`src/design/dac_pkg.sv`:
```
////////////////////////////////////////////////////////////////////////////
// shared widths, register addresses and serial timing for the DAC control
// subsystem, imported by every design block and the testbench
////////////////////////////////////////////////////////////////////////////

`default_nettype none

package dac_pkg;

    ////////////////////////////////////////////////////////////////////////////
    // data types

    // full word shifted into the AD5601
    typedef logic [15:0] dac_word_t;
    // data field of the DAC word
    typedef logic [7:0]  gain_t;
    // register port
    typedef logic [1:0]  mmi_addr_t;
    typedef logic [15:0] mmi_data_t;

    ////////////////////////////////////////////////////////////////////////////
    // register map

    localparam mmi_addr_t ADDR_VERSION  = 2'd0;
    localparam mmi_addr_t ADDR_DAC_WORD = 2'd1;
    localparam mmi_addr_t ADDR_EN_CTRL  = 2'd2;
    localparam int        NUM_REGS      = 3;

    localparam mmi_data_t MODULE_VERSION = 16'd1;

    // mode 00 (normal operation), data at mid scale, reserved bits zero
    localparam dac_word_t DAC_DEFAULT = {2'b00, 8'h80, 6'b000000};

    // data field sits at bits 13:6
    localparam int GAIN_LSB = 6;

    ////////////////////////////////////////////////////////////////////////////
    // serial timing

    // clk cycles per sclk half period
    localparam int SCLK_HALF  = 4;
    localparam int FRAME_BITS = 16;

    // counter widths for the shifter
    localparam int SCLK_CNT_W = $clog2(SCLK_HALF);
    localparam int BIT_CNT_W  = $clog2(FRAME_BITS);

endpackage

`default_nettype wire

```
`src/design/dac_reg_file.sv`:
```
////////////////////////////////////////////////////////////////////////////
// register map for the DAC subsystem: version, DAC word and enable flag,
// with the gain merge path and the strobe that marks each word update
////////////////////////////////////////////////////////////////////////////

`timescale 1ns/1ns
`default_nettype none

module dac_reg_file
    import dac_pkg::*;
(
    input  var logic      clk,
    input  var logic      peripheral_sreset,

    input  var logic      en_mmi_ctrl,
    input  var gain_t     gain,
    input  var logic      gain_stb,

    input  var logic      wvalid,
    output var logic      wready,
    input  var mmi_addr_t waddr,
    input  var mmi_data_t wdata,

    input  var logic      arvalid,
    output var logic      arready,
    input  var mmi_addr_t raddr,
    output var logic      rvalid,
    input  var logic      rready,
    output var mmi_data_t rdata,

    output var dac_word_t word,
    output var logic      word_stb
);

    logic      port_ready;
    dac_word_t dac_reg;
    logic      wr_dac;
    logic      gain_merge;

    // register read mux, anything past the map reads as zero
    function automatic mmi_data_t read_value(input mmi_addr_t addr);
        read_value = '0;
        if (addr < NUM_REGS) begin
            case (addr)
                ADDR_VERSION:  read_value = MODULE_VERSION;
                ADDR_DAC_WORD: read_value = dac_reg;
                ADDR_EN_CTRL:  read_value = mmi_data_t'(en_mmi_ctrl);
                default:       read_value = '0;
            endcase
        end
    endfunction

    assign wready  = port_ready;
    assign arready = port_ready & ~rvalid;
    assign word    = dac_reg;

    // only the DAC word is writable, and only when the port owns it
    assign wr_dac     = wvalid & port_ready & en_mmi_ctrl & (waddr == ADDR_DAC_WORD);
    assign gain_merge = gain_stb & ~en_mmi_ctrl;

    ////////////////////////////////////////////////////////////////////////////
    // port handshake

    always_ff @(posedge clk) begin
        if (peripheral_sreset) begin
            port_ready <= 1'b0;
        end else begin
            port_ready <= 1'b1;
        end
    end

    always_ff @(posedge clk) begin
        if (peripheral_sreset) begin
            rvalid <= 1'b0;
        end else if (arvalid && arready) begin
            rvalid <= 1'b1;
        end else if (rready) begin
            rvalid <= 1'b0;
        end
    end

    // read data is captured with the address and held until rready
    always_ff @(posedge clk) begin
        if (arvalid && arready) begin
            rdata <= read_value(raddr);
        end
    end

    ////////////////////////////////////////////////////////////////////////////
    // DAC word

    always_ff @(posedge clk) begin
        if (peripheral_sreset) begin
            dac_reg  <= DAC_DEFAULT;
            word_stb <= 1'b0;
        end else begin
            word_stb <= wr_dac | gain_merge;
            if (wr_dac) begin
                dac_reg <= wdata;
            end else if (gain_merge) begin
                // mode and reserved bits are kept
                dac_reg[GAIN_LSB +: $bits(gain_t)] <= gain;
            end
        end
    end

    rdata_hold_a: assert property (@(posedge clk) disable iff (peripheral_sreset)
        rvalid && !rready |=> $stable(rdata));

endmodule

`default_nettype wire

```
`src/design/dac_spi_shifter.sv`:
```
////////////////////////////////////////////////////////////////////////////
// 16-bit serial shifter for the AD5601: sync_n framing, idle-high sclk,
// data launched on sclk rise so the DAC samples it on the fall
////////////////////////////////////////////////////////////////////////////

`timescale 1ns/1ns
`default_nettype none

module dac_spi_shifter
    import dac_pkg::*;
(
    input  var logic      clk,
    input  var logic      peripheral_sreset,

    input  var logic      start,
    input  var dac_word_t tx_word,
    output var logic      busy,
    output var logic      done,

    output var logic      sclk,
    output var logic      sync_n,
    output var logic      sdin
);

    dac_word_t             shreg;
    logic [SCLK_CNT_W-1:0] div_cnt;
    logic [BIT_CNT_W-1:0]  bit_cnt;
    logic                  shifting;
    logic                  half_tick;

    // busy with sync_n high is the single tail cycle before done
    assign shifting  = busy & ~sync_n;
    assign half_tick = (div_cnt == SCLK_CNT_W'(SCLK_HALF - 1));

    // msb first
    assign sdin = shreg[FRAME_BITS-1];

    always_ff @(posedge clk) begin
        if (peripheral_sreset) begin
            busy    <= 1'b0;
            done    <= 1'b0;
            sync_n  <= 1'b1;
            sclk    <= 1'b1;
            div_cnt <= '0;
            bit_cnt <= '0;
        end else begin
            done <= 1'b0;
            if (!busy) begin
                if (start) begin
                    busy    <= 1'b1;
                    sync_n  <= 1'b0;
                    div_cnt <= '0;
                    bit_cnt <= '0;
                end
            end else if (shifting) begin
                if (half_tick) begin
                    div_cnt <= '0;
                    sclk    <= ~sclk;
                    // rising edge closes one bit period
                    if (!sclk) begin
                        bit_cnt <= bit_cnt + 1'b1;
                        if (bit_cnt == BIT_CNT_W'(FRAME_BITS - 1)) begin
                            sync_n <= 1'b1;
                        end
                    end
                end else begin
                    div_cnt <= div_cnt + 1'b1;
                end
            end else begin
                busy <= 1'b0;
                done <= 1'b1;
            end
        end
    end

    // next bit moves onto sdin with the rising sclk
    always_ff @(posedge clk) begin
        if (!busy && start) begin
            shreg <= tx_word;
        end else if (shifting && half_tick && !sclk) begin
            shreg <= {shreg[FRAME_BITS-2:0], 1'b0};
        end
    end

    frame_busy_a: assert property (@(posedge clk) disable iff (peripheral_sreset)
        !sync_n |-> busy);

endmodule

`default_nettype wire

```
`src/design/dac_subsystem_top.sv`:
```
////////////////////////////////////////////////////////////////////////////
// AD5601 control subsystem top: register file, transfer control, shifter
////////////////////////////////////////////////////////////////////////////

`timescale 1ns/1ns
`default_nettype none

module dac_subsystem_top
    import dac_pkg::*;
(
    input  var logic      clk,
    input  var logic      peripheral_sreset,

    // register write port
    input  var logic      wvalid,
    output var logic      wready,
    input  var mmi_addr_t waddr,
    input  var mmi_data_t wdata,

    // register read port
    input  var logic      arvalid,
    output var logic      arready,
    input  var mmi_addr_t raddr,
    output var logic      rvalid,
    input  var logic      rready,
    output var mmi_data_t rdata,

    input  var logic      en_mmi_ctrl,
    input  var gain_t     gain,
    input  var logic      gain_stb,

    // DAC pins
    output var logic      sclk,
    output var logic      sync_n,
    output var logic      sdin,

    output var logic      initdone,
    output var logic      dac_updated_stb
);

    dac_word_t word;
    logic      word_stb;
    logic      start;
    dac_word_t tx_word;
    logic      busy;
    logic      done;

    dac_reg_file dac_reg_file_i (
        .clk               (clk),
        .peripheral_sreset (peripheral_sreset),
        .en_mmi_ctrl       (en_mmi_ctrl),
        .gain              (gain),
        .gain_stb          (gain_stb),
        .wvalid            (wvalid),
        .wready            (wready),
        .waddr             (waddr),
        .wdata             (wdata),
        .arvalid           (arvalid),
        .arready           (arready),
        .raddr             (raddr),
        .rvalid            (rvalid),
        .rready            (rready),
        .rdata             (rdata),
        .word              (word),
        .word_stb          (word_stb)
    );

    dac_xfer_ctrl dac_xfer_ctrl_i (
        .clk               (clk),
        .peripheral_sreset (peripheral_sreset),
        .word              (word),
        .word_stb          (word_stb),
        .busy              (busy),
        .done              (done),
        .start             (start),
        .tx_word           (tx_word),
        .initdone          (initdone),
        .dac_updated_stb   (dac_updated_stb)
    );

    dac_spi_shifter dac_spi_shifter_i (
        .clk               (clk),
        .peripheral_sreset (peripheral_sreset),
        .start             (start),
        .tx_word           (tx_word),
        .busy              (busy),
        .done              (done),
        .sclk              (sclk),
        .sync_n            (sync_n),
        .sdin              (sdin)
    );

endmodule

`default_nettype wire

```
`src/design/dac_xfer_ctrl.sv`:
```
////////////////////////////////////////////////////////////////////////////
// transfer sequencing: default frame after reset, one frame per word change
// and a single merged follow-up for changes that land mid-frame
////////////////////////////////////////////////////////////////////////////

`timescale 1ns/1ns
`default_nettype none

module dac_xfer_ctrl
    import dac_pkg::*;
(
    input  var logic      clk,
    input  var logic      peripheral_sreset,

    input  var dac_word_t word,
    input  var logic      word_stb,

    input  var logic      busy,
    input  var logic      done,
    output var logic      start,
    output var dac_word_t tx_word,

    output var logic      initdone,
    output var logic      dac_updated_stb
);

    typedef enum logic [1:0] {
        ST_RESET_DEFAULT,
        ST_IDLE,
        ST_SENDING
    } xfer_state_t;

    xfer_state_t state;
    logic        pending;
    logic        launch;

    ////////////////////////////////////////////////////////////////////////////
    // launch decision

    // launch always carries the register as it is now, so any number of
    // changes seen during a frame collapse into one follow-up
    always_comb begin
        case (state)
            ST_RESET_DEFAULT: launch = 1'b1;
            ST_IDLE:          launch = word_stb;
            ST_SENDING:       launch = done & (pending | word_stb);
            default:          launch = 1'b0;
        endcase
    end

    ////////////////////////////////////////////////////////////////////////////
    // state machine

    always_ff @(posedge clk) begin
        if (peripheral_sreset) begin
            state           <= ST_RESET_DEFAULT;
            pending         <= 1'b0;
            start           <= 1'b0;
            initdone        <= 1'b0;
            dac_updated_stb <= 1'b0;
        end else begin
            start           <= launch;
            dac_updated_stb <= done;

            // first frame end marks the default word as written
            if (done) begin
                initdone <= 1'b1;
            end

            case (state)
                ST_RESET_DEFAULT: begin
                    state   <= ST_SENDING;
                    pending <= 1'b0;
                end

                ST_IDLE: begin
                    pending <= 1'b0;
                    if (word_stb) begin
                        state <= ST_SENDING;
                    end
                end

                ST_SENDING: begin
                    if (launch) begin
                        pending <= 1'b0;
                    end else if (word_stb) begin
                        pending <= 1'b1;
                    end
                    if (done && !launch) begin
                        state <= ST_IDLE;
                    end
                end

                default: begin
                    state   <= ST_IDLE;
                    pending <= 1'b0;
                end
            endcase
        end
    end

    // word is sampled in the launch cycle
    always_ff @(posedge clk) begin
        if (launch) begin
            tx_word <= word;
        end
    end

    start_idle_a: assert property (@(posedge clk) disable iff (peripheral_sreset)
        start |-> !busy);

    // a frame end always belongs to a frame this block launched
    done_owned_a: assert property (@(posedge clk) disable iff (peripheral_sreset)
        done |-> state == ST_SENDING);

endmodule

`default_nettype wire

```
`config.mk`:
```
export PLATFORM = sky130hd
export DESIGN_NAME = dac_subsystem_top
export DESIGN_NICKNAME = d
export VERILOG_FILES = /design/src/design/dac_pkg.sv /design/src/design/dac_reg_file.sv /design/src/design/dac_spi_shifter.sv /design/src/design/dac_subsystem_top.sv /design/src/design/dac_xfer_ctrl.sv
export SDC_FILE = /design/constraint.sdc
export NUM_CORES = 1
export LEC_CHECK = 0
export ABC_AREA = 1
export BUFFER_PORTS_ARGS = -buffer_cell sky130_fd_sc_hd__buf_2
export CAP_MARGIN = 30
export CORE_UTILIZATION = 42
export DETAILED_ROUTE_END_ITERATION = 6
export GPL_TIMING_DRIVEN = 0
export HOLD_SLACK_MARGIN = 0.06
export PLACE_DENSITY = 0.65
export REMOVE_ABC_BUFFERS = 1
export SLEW_MARGIN = 20
export SYNTH_ARGS = -nofsm -noshare
export SYNTH_HDL_FRONTEND = slang
export SYNTH_SLANG_ARGS = --single-unit
```
`constraint.sdc`:
```
create_clock -name clk -period 1.55 [get_ports clk]
set_clock_uncertainty 0.2 [all_clocks]
set_input_delay 0.31 -clock clk [delete_from_list [all_inputs] [get_ports clk]]
set_output_delay 0.31 -clock clk [all_outputs]
set_load 0.02 [all_outputs]
```
* Yosys cells after proc, flatten, opt, wreduce, memory -nomap -nowiden
Cells that the tools add are included.
Cells by class: add/subtract/negate cells 2, bitwise operators 15, multiplexer cells 31, $lt $le $gt $ge 1, eq/ne operators 13, reduce and logical (&&, ||, !) cells 21
Operators with widths (count):
- $pmux W16 S3 | 1
- $mux W16 | 2
- $mux W4 | 5
- $mux W8 | 2
- $mux W1 | 13
- $mux W2 | 6
- $ne A2 B2 Y1 const B | 5
- $reduce_bool A2 Y1 | 4
- $and A1 B1 Y1 | 7
- $eq A2 B1 Y1 const B | 3
- $eq A2 B2 Y1 const B | 3
- $not A1 Y1 | 6
- $pmux W2 S3 | 1
- $logic_and A1 B1 Y1 | 5
- $reduce_and A5 Y1 | 1
- $add A4 B1 Y4 const B | 1
- $eq A4 B4 Y1 const B | 1
- $logic_not A2 Y1 | 2
- $reduce_and A2 Y1 | 2
- $reduce_and A4 Y1 | 1
- $logic_not A1 Y1 | 3
- $pmux W1 S3 | 1
- $reduce_and A3 Y1 | 1
- $reduce_or A3 Y1 | 1
- other kinds (5) | 6
Word-level totals: output and inout bits 24, word-level logic and storage cells 102, flip-flop bits (word level) 83

* Depth between registers and ports, before layout
depth in word-level cells 7, gate-level depth with buffers 7, mapped depth without buffers 7

* By module
From an unflattened synthesis, not the netlist that was laid out.
Second synthesis, totals: cells, all modules 354, area total of the unflattened synthesis 3392.0 um2
By module, submodules not included:
- dac_reg_file | area each 1472.7 um2, times used 1, sequential area each 860.8 um2, cells an instance 175
- dac_spi_shifter | area each 1219.9 um2, times used 1, sequential area each 680.7 um2, cells an instance 136
- dac_xfer_ctrl | area each 699.4 um2, times used 1, sequential area each 600.6 um2, cells an instance 43

* Worst setup path before layout
OpenSTA, ideal clock, no wires.
path type flip-flop to flip-flop, start reg dac_reg_file_i.port_ready (netlist: dac_reg_file_i.wready), end reg dac_reg_file_i.rdata[0] (enable), setup time 0.364 ns, period minus slack after synthesis 1.890 ns, path slack -0.340 ns, cell stages (with the launch flop) 5, data arrival time 1.326 ns, cell sequence dfxtp_1 inv_1 nor2_1 nand2_1 inv_1
Between the ends: word-level cells in the longest chain between the ends 2
Ends and longest elaborated chain:
- from (decl) | line dac_reg_file.sv:35 | logic port_ready;
- from (signal assigned) | line dac_reg_file.sv:66 | port_ready <= 1'b0;
- from (signal assigned) | line dac_reg_file.sv:68 | port_ready <= 1'b1;
- $and A1 B1 Y1 | line dac_reg_file.sv:54 | assign arready = port_ready & ~rvalid;
- net arready | line dac_subsystem_top.sv:22 | output var logic arready,
- $logic_and A1 B1 Y1 | line dac_reg_file.sv:84 | if (arvalid && arready) begin
- to (signal assigned) | line dac_reg_file.sv:85 | rdata <= read_value(raddr);
- to (decl) | line dac_reg_file.sv:29 | output var mmi_data_t rdata,
The timed path passes the listed nets, and every way through them passes these cells. A chain may end at the register's enable or synchronous reset.

* Worst setup path after layout
start reg dac_spi_shifter_i.div_cnt[0], end reg dac_spi_shifter_i.shreg[8] (enable)
Between the ends: word-level cells in the longest chain between the ends 4
Ends and longest elaborated chain:
- from (decl) | line dac_spi_shifter.sv:26 | logic [SCLK_CNT_W-1:0] div_cnt;
- from (signal assigned) | line dac_spi_shifter.sv:67 | div_cnt <= div_cnt + 1'b1;
- $eq A2 B2 Y1 | line dac_spi_shifter.sv:33 | assign half_tick = (div_cnt == SCLK_CNT_W'(SCLK_HALF - 1));
- $logic_and A1 B1 Y1 (2 in a row) | line dac_spi_shifter.sv:80 | end else if (shifting && half_tick && !sclk) begin
- $reduce_bool A2 Y1 (no source line)
- to (signal assigned) | line dac_spi_shifter.sv:79 | shreg <= tx_word;
- to (signal assigned) | line dac_spi_shifter.sv:81 | shreg <= {shreg[FRAME_BITS-2:0], 1'b0};
- to (decl) | line dac_spi_shifter.sv:25 | dac_word_t shreg;
Every way passes these cells.

==> results_dict.tcl <==
set metrics [dict create \
    outcome "completed" \
    power_density_mw_per_mm2 1130 \
    cp-start-kind "register" \
    grt.total_usage 0.159 \
    syn_to_final_growth_pct 26.5 \
    holdPathStages 2 \
    worst_r2r_endpoint "dac_spi_shifter_i.shreg[8]" \
    drc 0 \
    final_common_cell "nand2_1" \
    grt_pass1_wl_um 10300 \
    reg2regPathDepth 6 \
    cap_violations 0 \
    period_minus_slack_ps 1500 \
    ys_ff_latch 83 \
    syn_area_per_cell_um2 9.63 \
    final_cell_mix "nand2_1, buf_2, edfxtp_1, nor2_1, inv_1" \
    slew_violations 0 \
    min_period_over_period 0.970 \
    place_area_mm2 0.00366 \
    die_x_um 90.7 \
    diodes 0 \
    grt_pass1_vias 2262 \
    synth-main-ff-cell "edfxtp_1" \
    post-dp-hpwl_um 3880 \
    cts_buffers 9 \
    worstSetupEndpointType "register" \
    critPathLaunch "dac_spi_shifter_i.div_cnt[0]" \
    clk_latency_ps 340 \
    wl_per_cell_um 11.5 \
    dpl_worst_slack_ps -394 \
    cp.arrival_ps 1410 \
    design.core.area_mm2 0.00741 \
    htreeDepth 3 \
    clockBufferDepth 2 \
    drt_iter0_drc 81 \
    reg2reg_slack_ps 50 \
    slowest_stage "dfxtp_2" \
    clk_transition_reported_paths_ps 80 \
    grt_max_degree 22 \
    ant_nets 0 \
    path_class "reg2reg" \
    worstMarginPinSlew_ps 588 \
    synth_edf_count 48 \
    max_clock_freq_mhz 665 \
    clock-sinks 83 \
    vias 2377 \
    die_area_mm2 0.00822 \
    drt_pass1_iterations 4 \
    utilization 0.564 \
    cts_tree "yes" \
    path_max_fanout 12 \
    reg2reg_from "dac_spi_shifter_i.div_cnt[0]" \
    io_buffers 58 \
    cts_root_buffer "clkbuf_8" \
    hp-start "raddr[0]" \
    ir_drop_mv 0.428 \
    io_pins 59 \
    antenna_found_initial 0 \
    overflow 0 \
    hold_slack_ps 84.7 \
    fillers 638 \
    layout-drive-gt1-share 0.246 \
    die_h_um 90.7 \
    viasPerCell 4.53 \
    slew_headroom 0.607 \
    start_util 0.446 \
    holdCritPathClass "in2reg" \
    gp_congestion 0.732 \
    async_reset_ff_frac 0 \
    required_ps 1450 \
    ys_types 25 \
    setup_slack_ps 46.2 \
    rows 31 \
    hold_viol_final 0 \
    nets 458 \
    worstPathCellList "ha_1 -> nand2_1 -> nand2_2 -> nand2_4 -> clkinvlp_4 -> buf_12" \
    wirelength_um 6040 \
    p_leak_nw 1.80 \
    hold_end "dac_reg_file_i.rdata[0]" \
    crit_buf_inv 2 \
    design_area_mm2 0.00418 \
    netlist_area_mm2 0.00330 \
    rsz0062_at_grt "yes" \
    crit_family "flip-flops" \
    yosysWarningCount 0 \
    ys_seq_area_frac 0.649 \
    crit_path_max_incr_delay_ps 330 \
    finalSetupViolations 0 \
    synth_cells 343 \
]
## stage by stage
| stage | power (W) | std cells | setup TNS (ps) |
|---|---|---|---|
| after floorplan | 0.00273 | 334 | -7750 |
| after global placement | 0.00286 | 491 | -11500 |
| after detailed placement | 0.00287 | 491 | -13740 |
| after CTS | 0.00476 | 523 | 0 |
| after global routing | 0.00493 | 525 | -54.7 |
| final | 0.00474 | 525 | 0 |
## registers in the layout (all words and copies together), names as in the netlist, 2 cells and up
register,cells
dac_xfer_ctrl_i.tx_word,16
dac_reg_file_i.word,16
dac_xfer_ctrl_i.state,2
dac_spi_shifter_i.shreg,16
dac_reg_file_i.rdata,16
dac_spi_shifter_i.div_cnt,2
dac_spi_shifter_i.bit_cnt,4
## cell usage after synthesis (2+ instances only)
cell type,count,area (um^2)
dfxtp_1,35,701
nand4_1,2,12.5
edfxtp_1,48,1440
o21ai_1,7,35.0
nor2_4,2,22.5
o21ai_2,2,17.5
nor2_1,47,176
nand2_4,3,33.8
buf_2,5,25.0
nand3_1,18,90.1
inv_2,2,7.51
ha_1,2,25.0
o21ai_0,14,70.1
a21oi_1,16,80.1
buf_6,2,22.5
inv_1,46,173
nand2_1,84,315
## how the worst max path moves through the flow
stage                            endpoint  slack [ps]  depth (start not counted)
4_1_cts        dac_spi_shifter_i.shreg[3]          10                          6
2_1_floorplan     dac_reg_file_i.rdata[0]        -340                          4
6_report       dac_spi_shifter_i.shreg[8]          50                          6
3_5_place_dp   dac_spi_shifter_i.shreg[0]        -390                          5
3_3_place_gp   dac_spi_shifter_i.shreg[4]        -370                          5
5_1_grt        dac_spi_shifter_i.shreg[8]          -9                          6
## kinds of logic (layout without fill, tap and decap cells)
| logic type | Yosys count | in the layout | synth area share |
|---|---|---|---|
| DFF | 83 | 83 | 0.649 |
| and+or+nand+nor | 160 | 160 | 0.205 |
| buffers and inverters | 57 | 140 | 0.0724 |
| AOI/OAI and AO/OA | 41 | 41 | 0.0659 |
| adders and majority gates | 2 | 2 | 0.00758 |
## per-layer routing
metal  GRT usage  wire (um)  share of wire  vias up
met5           0          0              0        -
met4      0.0618         52         0.0086        0
met3      0.0412        262          0.043        4
met2       0.260       2910           0.48       55
met1       0.201       2820           0.47     1059
li1            -          -              -     1259
## worst reg2reg max path: stages (launching register included)
cell        delay (ps)
dfxtp_2            330
ha_1               210
nand2_1             80
nand2_2             90
nand2_4             90
clkinvlp_4         110
buf_12             160
## cell type report
cell class                 count  area, um^2  area share
sequential                    83        2150       0.514
multi-input combinational    203         951       0.228
timing repair buffer          76         507       0.121
clock buffer                  15         230      0.0551
inverter                      48         190      0.0455
tap                           99         124      0.0296
clock inverter                 1        30.0     0.00719
## power breakdown
part	total [W]	switching [W]	internal (W)
Sequential	0.00248	0.0000401	0.00244
Clock	0.00186	0.000730	0.00113
Combinational	0.000400	0.000239	0.000160
Total	0.00474	0.00101	0.00373
## what timing repair did
action	4_1_cts	5_1_grt
setup endpoints to repair	50	47
buffers inserted	6	2
resized for setup	8	11
endpoints found under the hold margin	10	0
pin swaps	1	2
hold buffers	10	0
(Power assumes the default switching activity.)
